File: src/logic/cache_def.sv
package cache_def;

    // byte offset inside a 16-byte block.
    localparam int OFFSET_BITS = 4;

    // 8 lines per cache.
    localparam int INDEX_BITS = 3;

    localparam int TAG_BITS = 32 - INDEX_BITS - OFFSET_BITS;

    // main memory size in blocks, 1 KiB in total.
    localparam int MEM_BLOCKS = 64;

    // cycles from an accepted request to ready.
    localparam int MEM_LATENCY = 4;

    // byte address.
    typedef logic [31:0] addr_t;

    // cpu data word.
    typedef logic [31:0] word_t;

    // one cache line or memory block, four words.
    typedef logic [127:0] block_t;

    typedef logic [TAG_BITS-1:0] tag_t;

    typedef logic [INDEX_BITS-1:0] index_t;

endpackage
File: src/logic/mem_if.sv
`timescale 1ns/1ps

interface mem_if;
    import cache_def::*;

    // request side.
    logic   valid;
    logic   rw;     // 1 means write.
    addr_t  addr;
    block_t data;

    // response side, ready is a one-cycle pulse.
    logic   ready;
    block_t rdata;

    modport master (
        output valid,
        output rw,
        output addr,
        output data,
        input  ready,
        input  rdata
    );

    modport slave (
        input  valid,
        input  rw,
        input  addr,
        input  data,
        output ready,
        output rdata
    );

endinterface

File: src/logic/cache_arbiter.sv
`timescale 1ns/1ps

module cache_arbiter (
    input  logic   clk_i,
    input  logic   rst_ni,
    mem_if.slave   icache_mem,
    mem_if.slave   dcache_mem,
    mem_if.master  l2_mem
);
    import cache_def::*;

    typedef enum logic [1:0] {IDLE, I_CACHE, D_CACHE} arb_state_e;

    arb_state_e state_q;
    arb_state_e state_d;

    always_comb begin
        state_d = state_q;
        unique case (state_q)
            IDLE: begin
                if (icache_mem.valid) begin
                    state_d = I_CACHE; // fetches win a tie.
                end else if (dcache_mem.valid) begin
                    state_d = D_CACHE;
                end
            end
            I_CACHE: begin
                if (!icache_mem.valid) begin
                    state_d = dcache_mem.valid ? D_CACHE : IDLE;
                end
            end
            D_CACHE: begin
                if (!dcache_mem.valid) begin
                    state_d = icache_mem.valid ? I_CACHE : IDLE;
                end
            end
            default: state_d = IDLE;
        endcase
    end

    // forward the granted side, block aligned.
    always_comb begin
        l2_mem.valid     = 1'b0;
        l2_mem.rw        = 1'b0;
        l2_mem.addr      = '0;
        l2_mem.data      = '0;
        icache_mem.ready = 1'b0;
        icache_mem.rdata = '0;
        dcache_mem.ready = 1'b0;
        dcache_mem.rdata = '0;
        if (state_q == I_CACHE) begin
            l2_mem.valid     = icache_mem.valid;
            l2_mem.rw        = icache_mem.rw;
            l2_mem.addr      = {icache_mem.addr[$bits(addr_t)-1:OFFSET_BITS], {OFFSET_BITS{1'b0}}};
            l2_mem.data      = icache_mem.data;
            icache_mem.ready = l2_mem.ready;
            icache_mem.rdata = l2_mem.rdata;
        end else if (state_q == D_CACHE) begin
            l2_mem.valid     = dcache_mem.valid;
            l2_mem.rw        = dcache_mem.rw;
            l2_mem.addr      = {dcache_mem.addr[$bits(addr_t)-1:OFFSET_BITS], {OFFSET_BITS{1'b0}}};
            l2_mem.data      = dcache_mem.data;
            dcache_mem.ready = l2_mem.ready;
            dcache_mem.rdata = l2_mem.rdata;
        end
    end

    always_ff @(posedge clk_i or negedge rst_ni) begin
        if (!rst_ni) begin
            state_q <= IDLE;
        end else begin
            state_q <= state_d;
        end
    end

    // a response only reaches the cache that is asking for it.
    a_ready_to_requester : assert property (@(posedge clk_i) disable iff (!rst_ni)
        (!icache_mem.ready || icache_mem.valid) && (!dcache_mem.ready || dcache_mem.valid));

endmodule

File: src/flat_wrapper.sv
// flat-port wrapper written by rule: the top's interface ports become plain ports
module cache_arbiter_flat import cache_def::*;
  (clk_i, rst_ni, icache_mem_valid, icache_mem_rw, icache_mem_addr, icache_mem_data, icache_mem_ready, icache_mem_rdata, dcache_mem_valid, dcache_mem_rw, dcache_mem_addr, dcache_mem_data, dcache_mem_ready, dcache_mem_rdata, l2_mem_valid, l2_mem_rw, l2_mem_addr, l2_mem_data, l2_mem_ready, l2_mem_rdata);
  mem_if icache_mem_i ();
  mem_if dcache_mem_i ();
  mem_if l2_mem_i ();
  input  logic clk_i;
  input  logic rst_ni;
  input wire logic [$bits(icache_mem_i.valid)-1:0] icache_mem_valid;
  input wire logic [$bits(icache_mem_i.rw)-1:0] icache_mem_rw;
  input wire logic [$bits(icache_mem_i.addr)-1:0] icache_mem_addr;
  input wire logic [$bits(icache_mem_i.data)-1:0] icache_mem_data;
  output wire logic [$bits(icache_mem_i.ready)-1:0] icache_mem_ready;
  output wire logic [$bits(icache_mem_i.rdata)-1:0] icache_mem_rdata;
  input wire logic [$bits(dcache_mem_i.valid)-1:0] dcache_mem_valid;
  input wire logic [$bits(dcache_mem_i.rw)-1:0] dcache_mem_rw;
  input wire logic [$bits(dcache_mem_i.addr)-1:0] dcache_mem_addr;
  input wire logic [$bits(dcache_mem_i.data)-1:0] dcache_mem_data;
  output wire logic [$bits(dcache_mem_i.ready)-1:0] dcache_mem_ready;
  output wire logic [$bits(dcache_mem_i.rdata)-1:0] dcache_mem_rdata;
  output wire logic [$bits(l2_mem_i.valid)-1:0] l2_mem_valid;
  output wire logic [$bits(l2_mem_i.rw)-1:0] l2_mem_rw;
  output wire logic [$bits(l2_mem_i.addr)-1:0] l2_mem_addr;
  output wire logic [$bits(l2_mem_i.data)-1:0] l2_mem_data;
  input wire logic [$bits(l2_mem_i.ready)-1:0] l2_mem_ready;
  input wire logic [$bits(l2_mem_i.rdata)-1:0] l2_mem_rdata;
  assign icache_mem_i.valid = icache_mem_valid;
  assign icache_mem_i.rw = icache_mem_rw;
  assign icache_mem_i.addr = icache_mem_addr;
  assign icache_mem_i.data = icache_mem_data;
  assign icache_mem_ready = icache_mem_i.ready;
  assign icache_mem_rdata = icache_mem_i.rdata;
  assign dcache_mem_i.valid = dcache_mem_valid;
  assign dcache_mem_i.rw = dcache_mem_rw;
  assign dcache_mem_i.addr = dcache_mem_addr;
  assign dcache_mem_i.data = dcache_mem_data;
  assign dcache_mem_ready = dcache_mem_i.ready;
  assign dcache_mem_rdata = dcache_mem_i.rdata;
  assign l2_mem_valid = l2_mem_i.valid;
  assign l2_mem_rw = l2_mem_i.rw;
  assign l2_mem_addr = l2_mem_i.addr;
  assign l2_mem_data = l2_mem_i.data;
  assign l2_mem_i.ready = l2_mem_ready;
  assign l2_mem_i.rdata = l2_mem_rdata;
  cache_arbiter u_core (.clk_i(clk_i), .rst_ni(rst_ni), .icache_mem(icache_mem_i), .dcache_mem(dcache_mem_i), .l2_mem(l2_mem_i));
endmodule
File: config.mk
export PLATFORM = sky130hd
export DESIGN_NAME = cache_arbiter_flat
export DESIGN_NICKNAME = d
export VERILOG_FILES = /design/src/logic/cache_def.sv /design/src/logic/mem_if.sv /design/src/logic/cache_arbiter.sv /design/src/flat_wrapper.sv
export SDC_FILE = /design/constraint.sdc
export NUM_CORES = 1
export LEC_CHECK = 0
export ABC_CLOCK_PERIOD_IN_PS = 4500
export BUFFER_PORTS_ARGS = -buffer_cell sky130_fd_sc_hd__clkbuf_2
export CAP_MARGIN = 20
export CELL_PAD_IN_SITES_DETAIL_PLACEMENT = 1
export CELL_PAD_IN_SITES_GLOBAL_PLACEMENT = 1
export CORE_AREA = 2 2 341 343
export DETAILED_ROUTE_END_ITERATION = 12
export DIE_AREA = 0 0 343 345
export GPL_TIMING_DRIVEN = 0
export HOLD_SLACK_MARGIN = 0.15
export PLACE_DENSITY = 0.3
export SLEW_MARGIN = 20
export SYNTH_ARGS = -nofsm -noshare
export SYNTH_HDL_FRONTEND = slang
export SYNTH_SLANG_ARGS = --single-unit
File: constraint.sdc
create_clock -name clk_i -period 4.5 [get_ports clk_i]
set_clock_uncertainty 0.05 [all_clocks]
set_input_delay 1.35 -clock clk_i [delete_from_list [all_inputs] [get_ports clk_i]]
set_output_delay 1.35 -clock clk_i [all_outputs]
set_load 0.05 [all_outputs]
## Yosys cells after proc, flatten, opt, wreduce, memory -nomap -nowiden

Cells that the tools add are included.

- Add/sub/neg operators: 0
- $mul: 0
- Divide/modulo/power cells: 0
- Order comparisons: 0
- Eq/ne operators: 5
- Shifts and indexed selects: 0
- Mux-type cells: 21
- Bitwise logic cells: 0
- Reduce and logical (&&, ||, !) cells: 2

Operators by type and width:

| operator | number |
|---|---|
| 2-to-1 mux 128 bit | 5 |
| 2-to-1 mux 32 bit | 2 |
| 2-to-1 mux 2 bit | 5 |
| 2-to-1 mux 1 bit | 8 |
| case mux 2 bit (3 select lines) | 1 |
| != test 2 bit (second input constant) | 2 |
| != test 3 bit (second input constant) | 1 |
| AND reduction 3 bit | 1 |
| equality test 2 x 1 -> 1 bit (second input constant) | 1 |
| equality test 2 bit (second input constant) | 1 |
| zero test 2 bit | 1 |

- Register bits after elaboration: 2
- Bits in latches: 0
- RAM bits: 0
- Bits in read-only memories: 0
- Input bits: 455
- Output and inout port bits: 420
- Logic and storage cells: 29
- Memories kept: 0

## Longest topological paths before layout

- Word-level depth: 3
- Mapped depth: 5
- Depth with buffers taken out: 2

## Worst setup path before layout

OpenSTA, ideal clock, no wires.

- Path type: in2out
- From: in dcache_mem_addr[10]
- To: out l2_mem_addr[10]
- Arrival: 1.769 ns
- Data required time: 3.100 ns
- Setup slack: 1.331 ns
- Cell stages on the path: 1
- Buffers on the path: 0
- Path through: a22o_1

- Word-level cells in the longest chain between the ends: 2

Ends and longest elaborated chain:

| element | RTL line | RTL |
|---|---|---|
| start, declared | flat_wrapper.sv:17 | `input wire logic [$bits(dcache_mem_i.addr)-1:0] dcache_mem_addr;` |
| 2-to-1 mux 32 bit | cache_arbiter.sv:58 | `end else if (state_q == D_CACHE) begin` |
| 2-to-1 mux 32 bit | cache_arbiter.sv:51 | `if (state_q == I_CACHE) begin` |
| end, declared | flat_wrapper.sv:23 | `output wire logic [$bits(l2_mem_i.addr)-1:0] l2_mem_addr;` |

Every way passes these cells.

## Worst setup path after layout

- From: reg u_core.state_q[1]
- To: out icache_mem_rdata[4]

- Word-level cells in the longest chain between the ends: 2

Ends and longest elaborated chain:

| element | RTL line | RTL |
|---|---|---|
| start, declared | cache_arbiter.sv:14 | `arb_state_e state_q;` |
| start signal, assigned | cache_arbiter.sv:72 | `state_q <= state_d;` |
| equality test 2 x 1 -> 1 bit | cache_arbiter.sv:51 |  |
| 2-to-1 mux 128 bit | cache_arbiter.sv:51 |  |
| end, declared | flat_wrapper.sv:14 | `output wire logic [$bits(icache_mem_i.rdata)-1:0] icache_mem_rdata;` |

Every way passes these cells.

==> metrics.log <==
[metrics] Detailed Route WL: 83700 µm
[metrics] die area: 118000 µm²
[metrics] number of vias after detailed routing: 7819
[metrics] area of the core region: 115000 µm²
[metrics] flops & latches, synth: 2
[metrics] cell area after placement: 9740 µm²
[metrics] time the worst path needs with I/O delays and setup: 3.88 ns
[metrics] final layout net count: 1818
[metrics] worst hold slack across all endpoints: 0.569 ns
[metrics] TritonCTS clock tree: yes
[metrics] Avg WL per Cell: 28.9 µm
[metrics] yosys synthesis warning count: 0
[metrics] area occupied by registers: 50.0 µm²
[metrics] Post-DP HPWL: 78600 µm
[metrics] input/output buffers: 862
[metrics] element type at the critical path end: primary output
[metrics] antenna violations before repair: 43
[metrics] number of sinks driven by the clock tree: 2
[metrics] Slowest Stage Delay on Critical Path: 0.76 ns
[metrics] total design power: 2.23 mW
[metrics] total DRC errors in the routed layout: 0
[metrics] MaxCap Viol Count: 0
[metrics] power density normalized to cell area: 227 nW/µm²
[metrics] critical path class: flip-flop to primary output
[metrics] per-cell via count in the routed design: 2.70
[metrics] clock slew at the register clock pins of the worst setup and hold paths: 0.03 ns
[metrics] reg2reg path depth: 5
[metrics] Hold Crit Depth: 2
[metrics] Post CTS Setup Buffer Count: 0
[metrics] I/O Pins: 875
[metrics] count of mapped cells out of synthesis: 493
[metrics] largest fanout on the critical path: 10
[metrics] peak supply drop: 0.0680 mV
[metrics] multi-input logic area: 3050 µm²
[metrics] crit path max-delay cell type: sky130_fd_sc_hd__clkbuf_1
[metrics] count of placed standard cells in the final layout, fillers left out: 2892
[metrics] min setup slack post-route: 0.625 ns
[metrics] max-slew violation count: 0
[metrics] CP Cell Sequence: nor2b_1 -> buf_2 -> clkbuf_1 -> and2_1 -> clkbuf_2
[metrics] setup violation total in the final timing report: 0
[metrics] htree depth: 1
[metrics] vias in the first global route: 8323
[metrics] fin crit share: 86.1%
[metrics] Crit path arrival time: 2.48 ns
[metrics] measured slew at the worst slew-check pin: 0.968 ns
[metrics] final-layout setup total negative slack: 0 ns
[metrics] Synth cell types: 13
[metrics] Worst Setup Start Kind: flip-flop
[metrics] placement-stage worst setup slack: 0.775 ns
[metrics] clock buffer depth: 2
[metrics] number of buffers created by CTS: 3
[metrics] run status: finished clean
[metrics] latest clock arrival within the worst-skew pair: 0.23 ns
[metrics] Largest Register: u_core.state_q
[metrics] number of cell rows: 125
[metrics] die height: 345 µm
[metrics] largest registers: u_core.state_q: 2 flops
[metrics] effective utilization at floorplan: 3.05%
[metrics] drt first pass iters: 5
[metrics] FILL cells: 14200
[metrics] timing-limited maximum frequency: 258 MHz
[metrics] Mean Syn Cell Area: 7.11 µm²
[metrics] overall die width: 343 µm
[metrics] largest net degree at the start of global routing: 11
[metrics] Static Leak: 5.49 nW
[metrics] endpoints failing hold: 0
[metrics] Slew Limit Headroom: 35.4%
[metrics] synthesized cell area: 3510 µm²
[metrics] setup repair after global routing missed its margin: no
[metrics] layout cell share with drive strength beyond 1: 68.1%
[metrics] Overflow after GRT: 0
[metrics] wire length of the first global-routing pass: 101000 µm
[metrics] Layout Cell Area excl Fill: 9830 µm²
[metrics] layout overhead on the synthesized area: 180%
[metrics] remaining number of nets flagged by the antenna check after routing: 0
[metrics] Req. time, crit path: 3.10 ns
[metrics] core occupancy in the finished layout: 8.54%
[metrics] Placed Instances: 2882
[metrics] initial drt markers: 273
[metrics] flip-flop count of the largest register, all copies and words added: 2
[metrics] Hold-fix buffers, CTS: 0
[metrics] sequential-to-total area share from yosys stat: 1.43%
[metrics] classification of the worst-slack hold path: flip-flop to flip-flop
[metrics] Post-CTS Resized: 0
[metrics] global placer's final weighted congestion: 0.911
[metrics] clock root buffer: sky130_fd_sc_hd__clkbuf_16
[metrics] global routing usage summed across all routing layers: 13.3%
-- worst max-delay path: cells and delay by family, from the launching register on --
| family | cells | cell delay (ns) |
|---|---|---|
| buffers and inverters | 3 | 1.34 |
| and+or+nand+nor | 2 | 0.51 |
| DFF | 1 | 0.39 |
-- Yosys cell counts --
library cell / number / area, µm²
sky130_fd_sc_hd__buf_4: 12 / 90.1
sky130_fd_sc_hd__dfrtp_1: 2 / 50.1
sky130_fd_sc_hd__o21a_1: 1 / 7.51
sky130_fd_sc_hd__conb_1: 1 / 3.75
sky130_fd_sc_hd__o21ai_0: 1 / 5.00
sky130_fd_sc_hd__and2_1: 259 / 1620
sky130_fd_sc_hd__nor2b_1: 2 / 12.5
sky130_fd_sc_hd__a22o_1: 158 / 1380
sky130_fd_sc_hd__clkbuf_1: 6 / 22.5
sky130_fd_sc_hd__buf_2: 21 / 105
sky130_fd_sc_hd__buf_6: 9 / 101
sky130_fd_sc_hd__clkbuf_2: 20 / 100
sky130_fd_sc_hd__nor2_1: 1 / 3.75
-- final timing paths --
check / slack (ns) / start / endpoint
setup / recovery: 0.62 / u_core.state_q[1] / icache_mem_rdata[4]
hold reg to reg: 0.57 / u_core.state_q[0] / u_core.state_q[0]
setup reg to reg: 2.75 / u_core.state_q[1] / u_core.state_q[1]
hold / removal: 0.57 / u_core.state_q[0] / u_core.state_q[0]
min in group asynchronous: 0.86 / rst_ni / u_core.state_q[1]
max in group asynchronous: 3.44 / rst_ni / u_core.state_q[0]
-- cells in the final DEF (no fill, tap or decap), drive strengths merged --
master,n
a22o,158
and2,259
buf,42
clkbuf,891
conb,4
dfrtp,2
diode,7
nor2,1
nor2b,2
o21a,1
o21ai,1
-- routing by layer --
layer	vias up	GRT usage, %	wire length [µm]
met2	541	22.5	38900
met3	49	2.60	5530
li1	3484	-	-
met4	4	0.303	392
met5	-	0	36
met1	3741	18.3	38900
-- kinds of logic (layout without fill, tap and decap cells) --
family                 Yosys count  in the layout  synth area share (%)
other                            1             11                 0.107
AND/OR/NAND/NOR                262            262                  46.7
AO/OA/AOI/OAI                  160            160                  39.8
flip-flops                       2              2                  1.43
buffers and inverters           68            933                  12.0
-- cell type report --
type / instances / share of cell area [%]
Buffer: 68 / 4.26
Tap cell: 1524 / 19.4
Multi-Input combinational cell: 426 / 31.0
Antenna cell: 7 / 0.178
Timing Repair Buffer: 862 / 43.9
Sequential cell: 2 / 0.509
Clock buffer: 3 / 0.764
-- power breakdown --
part	internal (mW)	switching (mW)	total [mW]
registers	0.0195	0.00116	0.0207
logic	0.483	1.59	2.07
clock network	0.113	0.0231	0.136
total	0.615	1.62	2.23
Note: power is estimated with default switching activity, not from simulation.
